$ cat src/design/rv_core_pkg.sv
`default_nettype none

package rv_core_pkg;

  localparam int XLEN = 32;

  localparam logic [XLEN-1:0] RESET_PC = '0;

  // Major opcodes in inst[6:2]
  localparam logic [4:0] OPCODE_OP     = 5'b01100;
  localparam logic [4:0] OPCODE_OP_IMM = 5'b00100;
  localparam logic [4:0] OPCODE_LUI    = 5'b01101;
  localparam logic [4:0] OPCODE_AUIPC  = 5'b00101;
  localparam logic [4:0] OPCODE_JAL    = 5'b11011;
  localparam logic [4:0] OPCODE_JALR   = 5'b11001;
  localparam logic [4:0] OPCODE_BRANCH = 5'b11000;

  // ALU operations
  localparam logic [2:0] FUNCT3_ADD  = 3'b000;
  localparam logic [2:0] FUNCT3_SLL  = 3'b001;
  localparam logic [2:0] FUNCT3_SLT  = 3'b010;
  localparam logic [2:0] FUNCT3_SLTU = 3'b011;
  localparam logic [2:0] FUNCT3_XOR  = 3'b100;
  localparam logic [2:0] FUNCT3_SR   = 3'b101;
  localparam logic [2:0] FUNCT3_OR   = 3'b110;
  localparam logic [2:0] FUNCT3_AND  = 3'b111;

  // Branch conditions
  localparam logic [2:0] FUNCT3_BEQ  = 3'b000;
  localparam logic [2:0] FUNCT3_BNE  = 3'b001;
  localparam logic [2:0] FUNCT3_BLT  = 3'b100;
  localparam logic [2:0] FUNCT3_BGE  = 3'b101;
  localparam logic [2:0] FUNCT3_BLTU = 3'b110;
  localparam logic [2:0] FUNCT3_BGEU = 3'b111;

  typedef logic [XLEN-1:0] word_t;
  typedef logic [4:0]      reg_addr_t;

  typedef struct packed {
    word_t pc;
    word_t inst;
  } fetch_t;

  typedef struct packed {
    logic [4:0] opcode;
    logic [2:0] funct3;
    reg_addr_t  rs1_addr;
    reg_addr_t  rs2_addr;
    reg_addr_t  rd_addr;
    logic       rd_wb;
    word_t      imm;
    logic [2:0] alu_op;
    logic       alu_alternate;
    logic       src1_is_pc;
    logic       src1_is_zero;
    logic       src2_is_imm;
  } decoded_t;

  // One retired instruction
  typedef struct packed {
    word_t     pc;
    word_t     inst;
    reg_addr_t rd_addr;
    logic      rd_wb;
    word_t     rd_data;
    word_t     npc;
  } commit_t;

endpackage

`default_nettype wire

$ cat src/design/rv_fetch_port.sv
`timescale 1ns/1ns
`default_nettype none

module rv_fetch_port (
  input  wire                  clk,
  input  wire                  nrst,
  input  wire                  i_fetch_ack,
  input  rv_core_pkg::word_t   i_fetch_inst,
  input  wire                  i_retired,
  input  rv_core_pkg::word_t   i_npc,
  output logic                 o_fetch_req,
  output rv_core_pkg::word_t   o_fetch_pc,
  output rv_core_pkg::fetch_t  o_fetch,
  output logic                 o_issue
);

  typedef enum logic [1:0] {
    ST_IDLE,
    ST_REQ,
    ST_ACK_LOW,
    ST_BUSY
  } state_t;

  state_t             state;
  rv_core_pkg::word_t pc;

  always_ff @(posedge clk) begin
    if (!nrst) begin
      state   <= ST_IDLE;
      pc      <= rv_core_pkg::RESET_PC;
      o_issue <= 1'b0;
    end else begin
      o_issue <= 1'b0;
      case (state)
        ST_IDLE: state <= ST_REQ;
        ST_REQ: begin
          if (i_fetch_ack) begin
            o_issue <= 1'b1;
            state   <= ST_ACK_LOW;
          end
        end
        ST_ACK_LOW: begin
          if (!i_fetch_ack) begin
            state <= ST_BUSY;
          end
        end
        default: begin
          // Wait for the commit side to finish
          if (i_retired) begin
            pc    <= i_npc;
            state <= ST_REQ;
          end
        end
      endcase
    end
  end

  // Capture on the ack edge
  always_ff @(posedge clk) begin
    if (state == ST_REQ && i_fetch_ack) begin
      o_fetch.pc   <= pc;
      o_fetch.inst <= i_fetch_inst;
    end
  end

  assign o_fetch_req = (state == ST_REQ);
  assign o_fetch_pc  = pc;

endmodule

`default_nettype wire

$ cat src/design/rv_decode.sv
`timescale 1ns/1ns
`default_nettype none

module rv_decode (
  input  rv_core_pkg::fetch_t   i_fetch,
  output rv_core_pkg::decoded_t o_decoded
);

  rv_core_pkg::word_t inst;
  logic [4:0]         opcode;
  logic [2:0]         funct3;

  assign inst   = i_fetch.inst;
  assign opcode = inst[6:2];
  assign funct3 = inst[14:12];

  always_comb begin
    o_decoded.opcode   = opcode;
    o_decoded.funct3   = funct3;
    o_decoded.rs1_addr = inst[19:15];
    o_decoded.rs2_addr = inst[24:20];
    o_decoded.rd_addr  = inst[11:7];

    case (opcode)
      rv_core_pkg::OPCODE_LUI, rv_core_pkg::OPCODE_AUIPC:
        o_decoded.imm = {inst[31:12], 12'h000};
      rv_core_pkg::OPCODE_JAL:
        o_decoded.imm = {{12{inst[31]}}, inst[19:12], inst[20], inst[30:21], 1'b0};
      rv_core_pkg::OPCODE_BRANCH:
        o_decoded.imm = {{20{inst[31]}}, inst[7], inst[30:25], inst[11:8], 1'b0};
      default:
        o_decoded.imm = {{20{inst[31]}}, inst[31:20]};
    endcase

    // No writeback for branches or x0
    o_decoded.rd_wb = (inst[11:7] != 5'd0) &&
                      (opcode inside {rv_core_pkg::OPCODE_OP, rv_core_pkg::OPCODE_OP_IMM,
                                      rv_core_pkg::OPCODE_LUI, rv_core_pkg::OPCODE_AUIPC,
                                      rv_core_pkg::OPCODE_JAL, rv_core_pkg::OPCODE_JALR});

    o_decoded.src1_is_zero = (opcode == rv_core_pkg::OPCODE_LUI);
    o_decoded.src1_is_pc   = (opcode == rv_core_pkg::OPCODE_AUIPC) ||
                             (opcode == rv_core_pkg::OPCODE_JAL);
    o_decoded.src2_is_imm  = (opcode != rv_core_pkg::OPCODE_OP) &&
                             (opcode != rv_core_pkg::OPCODE_BRANCH);

    if (opcode == rv_core_pkg::OPCODE_OP || opcode == rv_core_pkg::OPCODE_OP_IMM) begin
      o_decoded.alu_op = funct3;
    end else if (opcode == rv_core_pkg::OPCODE_BRANCH) begin
      case (funct3)
        rv_core_pkg::FUNCT3_BEQ, rv_core_pkg::FUNCT3_BNE:
          o_decoded.alu_op = rv_core_pkg::FUNCT3_XOR;
        rv_core_pkg::FUNCT3_BLT, rv_core_pkg::FUNCT3_BGE:
          o_decoded.alu_op = rv_core_pkg::FUNCT3_SLT;
        default:
          o_decoded.alu_op = rv_core_pkg::FUNCT3_SLTU;
      endcase
    end else begin
      o_decoded.alu_op = rv_core_pkg::FUNCT3_ADD;
    end

    // sub and sra, srai only among the immediates
    if (opcode == rv_core_pkg::OPCODE_OP) begin
      o_decoded.alu_alternate = inst[30];
    end else if (opcode == rv_core_pkg::OPCODE_OP_IMM && funct3 == rv_core_pkg::FUNCT3_SR) begin
      o_decoded.alu_alternate = inst[30];
    end else begin
      o_decoded.alu_alternate = 1'b0;
    end
  end

endmodule

`default_nettype wire

$ cat src/design/rv_regfile.sv
`timescale 1ns/1ns
`default_nettype none

module rv_regfile (
  input  wire                     clk,
  input  wire                     nrst,
  input  rv_core_pkg::reg_addr_t  i_rs1_addr,
  input  rv_core_pkg::reg_addr_t  i_rs2_addr,
  input  wire                     i_we,
  input  rv_core_pkg::reg_addr_t  i_rd_addr,
  input  rv_core_pkg::word_t      i_rd_data,
  output rv_core_pkg::word_t      o_rs1_data,
  output rv_core_pkg::word_t      o_rs2_data
);

  // x1 to x31 only
  rv_core_pkg::word_t regs [1:31];

  always_ff @(posedge clk) begin
    if (!nrst) begin
      regs <= '{default: '0};
    end else if (i_we && i_rd_addr != 5'd0) begin
      regs[i_rd_addr] <= i_rd_data;
    end
  end

  assign o_rs1_data = (i_rs1_addr == 5'd0) ? '0 : regs[i_rs1_addr];
  assign o_rs2_data = (i_rs2_addr == 5'd0) ? '0 : regs[i_rs2_addr];

endmodule

`default_nettype wire

$ cat src/design/rv_execute.sv
`timescale 1ns/1ns
`default_nettype none

module rv_execute (
  input  rv_core_pkg::fetch_t   i_fetch,
  input  rv_core_pkg::decoded_t i_decoded,
  input  rv_core_pkg::word_t    i_rs1_data,
  input  rv_core_pkg::word_t    i_rs2_data,
  output rv_core_pkg::commit_t  o_result
);

  rv_core_pkg::word_t src1;
  rv_core_pkg::word_t src2;
  rv_core_pkg::word_t sra_res;
  rv_core_pkg::word_t alu_res;
  rv_core_pkg::word_t pc_plus4;
  logic               is_jump;
  logic               taken;

  assign src1 = i_decoded.src1_is_zero ? '0 :
                i_decoded.src1_is_pc   ? i_fetch.pc : i_rs1_data;
  assign src2 = i_decoded.src2_is_imm ? i_decoded.imm : i_rs2_data;

  assign sra_res  = $signed(src1) >>> src2[4:0];
  assign pc_plus4 = i_fetch.pc + 32'd4;

  always_comb begin
    alu_res = '0;
    case (i_decoded.alu_op)
      rv_core_pkg::FUNCT3_ADD:  alu_res = i_decoded.alu_alternate ? src1 - src2 : src1 + src2;
      rv_core_pkg::FUNCT3_SLL:  alu_res = src1 << src2[4:0];
      rv_core_pkg::FUNCT3_SLT:  alu_res[0] = $signed(src1) < $signed(src2);
      rv_core_pkg::FUNCT3_SLTU: alu_res[0] = src1 < src2;
      rv_core_pkg::FUNCT3_XOR:  alu_res = src1 ^ src2;
      rv_core_pkg::FUNCT3_SR:   alu_res = i_decoded.alu_alternate ? sra_res : src1 >> src2[4:0];
      rv_core_pkg::FUNCT3_OR:   alu_res = src1 | src2;
      default:                  alu_res = src1 & src2;
    endcase
  end

  assign is_jump = (i_decoded.opcode == rv_core_pkg::OPCODE_JAL) ||
                   (i_decoded.opcode == rv_core_pkg::OPCODE_JALR);

  // Branch compare result lives in alu_res
  always_comb begin
    if (i_decoded.opcode == rv_core_pkg::OPCODE_BRANCH) begin
      if (i_decoded.funct3 inside {rv_core_pkg::FUNCT3_BEQ, rv_core_pkg::FUNCT3_BGE,
                                   rv_core_pkg::FUNCT3_BGEU}) begin
        taken = ~|alu_res;
      end else begin
        taken = |alu_res;
      end
    end else begin
      taken = is_jump;
    end
  end

  always_comb begin
    o_result.pc      = i_fetch.pc;
    o_result.inst    = i_fetch.inst;
    o_result.rd_addr = i_decoded.rd_addr;
    o_result.rd_wb   = i_decoded.rd_wb;
    o_result.rd_data = is_jump ? pc_plus4 : alu_res;
    // rs1 + imm comes out of the ALU for JALR
    if (i_decoded.opcode == rv_core_pkg::OPCODE_JALR) begin
      o_result.npc = {alu_res[rv_core_pkg::XLEN-1:1], 1'b0};
    end else if (taken) begin
      o_result.npc = i_fetch.pc + i_decoded.imm;
    end else begin
      o_result.npc = pc_plus4;
    end
  end

endmodule

`default_nettype wire

$ cat src/design/rv_commit_port.sv
`timescale 1ns/1ns
`default_nettype none

module rv_commit_port (
  input  wire                   clk,
  input  wire                   nrst,
  input  wire                   i_issue,
  input  rv_core_pkg::commit_t  i_result,
  input  wire                   i_commit_ack,
  output logic                  o_commit_req,
  output rv_core_pkg::commit_t  o_commit,
  output logic                  o_we,
  output logic                  o_retired,
  output rv_core_pkg::word_t    o_npc
);

  logic wait_ack_low;

  always_ff @(posedge clk) begin
    if (!nrst) begin
      o_commit_req <= 1'b0;
      wait_ack_low <= 1'b0;
      o_retired    <= 1'b0;
    end else begin
      o_retired <= 1'b0;
      if (i_issue) begin
        o_commit_req <= 1'b1;
      end else if (o_commit_req && i_commit_ack) begin
        o_commit_req <= 1'b0;
        wait_ack_low <= 1'b1;
      end else if (wait_ack_low && !i_commit_ack) begin
        wait_ack_low <= 1'b0;
        o_retired    <= 1'b1;
      end
    end
  end

  always_ff @(posedge clk) begin
    if (i_issue) begin
      o_commit <= i_result;
    end
  end

  // Register file write shares the load edge
  assign o_we  = i_issue && i_result.rd_wb;
  assign o_npc = o_commit.npc;

endmodule

`default_nettype wire

$ cat src/design/rv_core_top.sv
`timescale 1ns/1ns
`default_nettype none

module rv_core_top (
  input  wire                   clk,
  input  wire                   nrst,
  input  wire                   i_fetch_ack,
  input  rv_core_pkg::word_t    i_fetch_inst,
  input  wire                   i_commit_ack,
  output logic                  o_fetch_req,
  output rv_core_pkg::word_t    o_fetch_pc,
  output logic                  o_commit_req,
  output rv_core_pkg::commit_t  o_commit
);

  rv_core_pkg::fetch_t   fetch_q;
  rv_core_pkg::decoded_t decoded;
  rv_core_pkg::commit_t  result;
  rv_core_pkg::word_t    rs1_data;
  rv_core_pkg::word_t    rs2_data;
  rv_core_pkg::word_t    npc;
  logic                  issue;
  logic                  we;
  logic                  retired;

  rv_fetch_port u_fetch_port (
    .clk          (clk),
    .nrst         (nrst),
    .i_fetch_ack  (i_fetch_ack),
    .i_fetch_inst (i_fetch_inst),
    .i_retired    (retired),
    .i_npc        (npc),
    .o_fetch_req  (o_fetch_req),
    .o_fetch_pc   (o_fetch_pc),
    .o_fetch      (fetch_q),
    .o_issue      (issue)
  );

  rv_decode u_decode (
    .i_fetch   (fetch_q),
    .o_decoded (decoded)
  );

  rv_regfile u_regfile (
    .clk        (clk),
    .nrst       (nrst),
    .i_rs1_addr (decoded.rs1_addr),
    .i_rs2_addr (decoded.rs2_addr),
    .i_we       (we),
    .i_rd_addr  (result.rd_addr),
    .i_rd_data  (result.rd_data),
    .o_rs1_data (rs1_data),
    .o_rs2_data (rs2_data)
  );

  rv_execute u_execute (
    .i_fetch    (fetch_q),
    .i_decoded  (decoded),
    .i_rs1_data (rs1_data),
    .i_rs2_data (rs2_data),
    .o_result   (result)
  );

  rv_commit_port u_commit_port (
    .clk          (clk),
    .nrst         (nrst),
    .i_issue      (issue),
    .i_result     (result),
    .i_commit_ack (i_commit_ack),
    .o_commit_req (o_commit_req),
    .o_commit     (o_commit),
    .o_we         (we),
    .o_retired    (retired),
    .o_npc        (npc)
  );

endmodule

`default_nettype wire

$ cat config.mk
export PLATFORM = sky130hd
export DESIGN_NAME = rv_core_top
export DESIGN_NICKNAME = d
export VERILOG_FILES = /design/src/design/rv_core_pkg.sv /design/src/design/rv_fetch_port.sv /design/src/design/rv_decode.sv /design/src/design/rv_regfile.sv /design/src/design/rv_execute.sv /design/src/design/rv_commit_port.sv /design/src/design/rv_core_top.sv
export SDC_FILE = /design/constraint.sdc
export NUM_CORES = 2
export LEC_CHECK = 0
export BUFFER_PORTS_ARGS = -buffer_cell sky130_fd_sc_hd__clkbuf_2
export CAP_MARGIN = 40
export CORE_ASPECT_RATIO = 1.1
export CORE_MARGIN = 3
export CORE_UTILIZATION = 45
export CTS_CLUSTER_DIAMETER = 120
export DETAILED_ROUTE_END_ITERATION = 10
export PLACE_DENSITY_LB_ADDON = 0.25
export SLEW_MARGIN = 20
export SYNTH_ARGS = -nofsm -noshare
export SYNTH_HDL_FRONTEND = slang
export SYNTH_HIERARCHICAL = 1
export SYNTH_SLANG_ARGS = --single-unit
export TNS_END_PERCENT = 5
$ cat constraint.sdc
create_clock -name clk -period 8.35 [get_ports clk]
set_input_delay 1.67 -clock clk [delete_from_list [all_inputs] [get_ports clk]]
set_output_delay 1.67 -clock clk [all_outputs]
set_load 0.05 [all_outputs]
==> results.md <==
## Critical path
- RR Startpoint: u_fetch_port/o_fetch[15]
- data required time at the worst endpoint: 8.90 ns
- critical path peak fanout: 44
- Critical Path Sink Type: flip-flop
- worst reg-to-reg path cell count: 24
- worst reg2reg endpoint: u_commit_port/o_npc[18]
- Arr. time, crit path: 8.68 ns
- kind of start point of the critical path: flip-flop
- R2R Setup Slk: 0.22 ns
- path type of the worst setup path: reg -> reg

## STA
- count of final max-slew check failures: 0
- final setup fails: 0
- Min Clock Period, post-route: 8.13 ns
- count of endpoints failing hold in the final timing report: 0
- Setup TNS Final: 0 ns
- Worst Skew: 0.0346 ns
- maximum clock frequency: 0.123 GHz
- unrepaired setup endpoints after global routing: false
- worst hold slack across all endpoints: 0.421 ns
- period utilization: 97.4%
- worst relative slew slack: 11.1%
- final worst slack: 0.217 ns
- actual slew at the worst max-slew pin: 1.33 ns

## Clock tree
- Clock Latency Late Sink: 0.83 ns
- maximum number of buffers from clock root to sink: 3
- number of gates resized after cts: 0
- clk root buf: sky130_fd_sc_hd__clkbuf_16
- number of buffers inserted to repair setup after CTS: 0
- Num CTS Buffers: 138
- number of clock sinks: 1228
- cts-stage hold buffer count: 0
- # H-tree levels: 4
- clock transition at the register clock pins on the worst setup and hold paths after CTS: 0.06 ns
- clock tree from TritonCTS: done

## Power
- fraction of power consumed by combinational cells: 36.2%
- worst IR drop on VDD: 0.202 mV
- net switching power: 8020 µW
- proportion of power drawn by the clock network: 32.0%
- Flop pwr share: 31.8%
- Net Sw Frac: 39.7%
- total power density per cell area: 237 nW/µm²
- static leakage power: 0.0297 µW
- internal portion of total power: 12200 µW

## Drt
- Routed WL: 368000 µm
- post-DR wirelength/cell: 34.5 µm
- Routed Antenna Nets: 0
- Vias: 70022
- number of vias per cell after detailed routing: 6.57
- drt pass-1 iters: 6
- DRC violations left: 0
- count of routing violations after the opening detailed-route iteration: 9178

## Min path
- source of the worst hold timing path: u_fetch_port/o_fetch[0]
- worst hold path class: reg -> reg
- Cells on Worst Hold Path: 0
- end of the worst hold path: u_commit_port/o_commit[70]

## GRT
- number of global-route vias before repair: 65950
- total global routing track utilization: 41.7%
- wire length of the first global-routing pass: 510000 µm
- global route total overflow: 0
- pin count of the biggest net entering global routing: 254
- antenna violations before repair: 23

## Placed design
- number of buffer cells added on primary ports: 203
- Final GP Congestion: 1.09
- pre-CTS setup slack: 0.150 ns
- total placed instance area: 80100 µm²
- Post-DP HPWL: 255000 µm

## Final layout
- final design area excluding fillers: 85000 µm²
- Total Nets Final: 8508
- area overhead of the layout relative to synthesis: 13.8%
- final core utilization: 51.7%
- fraction of final layout cells sized beyond drive strength 1: 20.9%

## Floorplan
- full die area: 171000 µm²
- num rows: 156
- effective utilization at floorplan: 45.4%
- Die Ht: 433 µm
- Die W: 394 µm
- I/O pins: 204
- placeable core region: 165000 µm²

## Logic synthesis
- number of flops mapped to enable cells by yosys: 198
- top area cells in the synthesized netlist: sky130_fd_sc_hd__dfxtp_1 28%, sky130_fd_sc_hd__mux4_2 14%, sky130_fd_sc_hd__nand2_1 12%, sky130_fd_sc_hd__a21boi_0 9.8%, sky130_fd_sc_hd__edfxtp_1 8.0%
- most used flip-flop cell after synthesis: sky130_fd_sc_hd__dfxtp_1
- fraction of registers with async set/reset: 0%
- synthesized area per cell: 9.00 µm²
- Yosys warning count: 6
- Seq/Total Area, Yosys: 35.6%
- cell area after synthesis: 74700 µm²
- net count after synthesis: 8475
- number of cells produced by synthesis: 8302
- dominant cell by count in the synthesized netlist: sky130_fd_sc_hd__nand2_1
- area share of the largest cell type after synthesis: 27.6%
- total of flip-flops plus latches after synthesis: 1228
- Yosys top cell by area: sky130_fd_sc_hd__dfxtp_1
- Distinct cells, synth: 111
- Post-synth top cells: 2367 x sky130_fd_sc_hd__nand2_1, 1030 x sky130_fd_sc_hd__dfxtp_1, 970 x sky130_fd_sc_hd__a21boi_0, 545 x sky130_fd_sc_hd__clkbuf_1, 462 x sky130_fd_sc_hd__mux4_2

## Job
- Max Cap Violations: 0

## Status
- run status: finished clean

kinds of logic (layout without fill, tap and decap cells):
family,count (synthesis),count (layout),share of synthesized area [%]
other cells,0,10,0
buf+inv,999,1140,6.27
fa+ha+maj,137,137,2.33
flops,1228,1228,35.6
simple gates,3044,3044,16.8
mux,824,824,19.1
compound gates,2004,2004,19.2
xor+xnor,66,66,0.774
placed cells by master (no fill, tap or decap), drive strengths merged, types with 26 or more instances in the layout:
cell type,n
nand2,2368
a21boi,1038
dfxtp,1030
buf,560
mux4,462
clkbuf,406
nor2,271
mux2i,229
o21ai,221
a21oi,206
edfxtp,198
ha,134
mux2,133
inv,130
nor4,87
nand3,71
a22oi,67
o211ai,61
nor2b,54
nor3,53
o221ai,49
a31oi,48
xnor2,34
a211oi,33
xor2,32
clkinv,28
a221oi,27
a22o,26
area by class of cell:
class	count	area, µm²
Fill cell	15119	79500
Multi-Input combinational cell	6075	44100
Sequential cell	1228	26600
Timing Repair Buffer	769	6310
Clock buffer	198	4070
Tap cell	2212	2770
Clock inverter	50	688
Inverter	123	463
Antenna cell	10	25.0
stage by stage:
stage | power (µW) | instances
final | 20200 | 10665
after global routing | 20600 | 10655
after CTS | 19900 | 10646
after detailed placement | 13600 | 10398
after global placement | 13600 | 10370
after floorplan | 10200 | 8302
sequential cells by signal, indices dropped and copies added (netlist names), 2 cells and up:
| signal | cells |
|---|---|
| u_regfile/regs | 992 |
| u_commit_port/o_commit | 102 |
| u_fetch_port/o_fetch_pc | 32 |
| u_fetch_port/o_fetch | 64 |
| u_commit_port/o_npc | 32 |
| u_fetch_port/state | 2 |
per-layer routing:
| layer | vias to the layer above | part of all wire [%] | track usage (%) |
|---|---|---|---|
| li1 | 29428 | - | - |
| met1 | 34504 | 36 | 49.4 |
| met2 | 4800 | 44 | 64.8 |
| met3 | 1280 | 10 | 10.6 |
| met4 | 10 | 9.3 | 33.0 |
| met5 | - | 0.020 | 0 |
worst max-delay path, stage by stage, from the launching register on:
cell	delay, ns
sky130_fd_sc_hd__edfxtp_1	0.43
sky130_fd_sc_hd__buf_4	0.18
sky130_fd_sc_hd__buf_12	0.30
sky130_fd_sc_hd__mux4_2	0.56
sky130_fd_sc_hd__mux4_2	0.46
sky130_fd_sc_hd__mux2_2	0.30
sky130_fd_sc_hd__mux2i_2	0.55
sky130_fd_sc_hd__nor2_1	0.14
sky130_fd_sc_hd__ha_1	0.50
sky130_fd_sc_hd__and2_1	0.31
sky130_fd_sc_hd__a32oi_1	0.25
sky130_fd_sc_hd__o21ai_0	0.28
sky130_fd_sc_hd__a2111oi_1	0.57
sky130_fd_sc_hd__a311o_1	0.19
sky130_fd_sc_hd__o221ai_1	0.19
sky130_fd_sc_hd__or3_1	0.41
sky130_fd_sc_hd__a2111oi_0	0.53
sky130_fd_sc_hd__buf_4	0.24
sky130_fd_sc_hd__nand4_1	0.14
sky130_fd_sc_hd__a2111oi_4	0.33
sky130_fd_sc_hd__nand3_1	0.22
sky130_fd_sc_hd__o211ai_4	0.18
sky130_fd_sc_hd__buf_4	0.23
sky130_fd_sc_hd__a2bb2oi_1	0.23
sky130_fd_sc_hd__o31ai_2	0.10
power groups by stage:
stage / Clock [µW] / Sequential (µW) / Combinational, µW
floorplan: 0 / 6620 / 3560
global placement: 0 / 6530 / 7040
detailed placement: 0 / 6530 / 7040
CTS: 6490 / 6400 / 7060
global route: 6720 / 6400 / 7430
finish: 6450 / 6410 / 7310
how the worst max path moves through the flow:
stage	startpoint	to	slack, ns	cells after the start
finish	u_fetch_port/o_fetch[15]	u_commit_port/o_npc[18]	0.22	24
global placement	u_fetch_port/o_fetch[15]	u_commit_port/o_npc[26]	0.18	29
floorplan	u_fetch_port/o_fetch[20]	u_commit_port/o_npc[18]	0.37	31
global route	u_fetch_port/o_fetch[15]	u_commit_port/o_npc[18]	0.0002	24
detailed placement	u_fetch_port/o_fetch[15]	u_commit_port/o_npc[18]	0.15	29
CTS	u_fetch_port/o_fetch[15]	u_commit_port/o_npc[18]	0.16	29
Power figures use the tool's default switching activity.
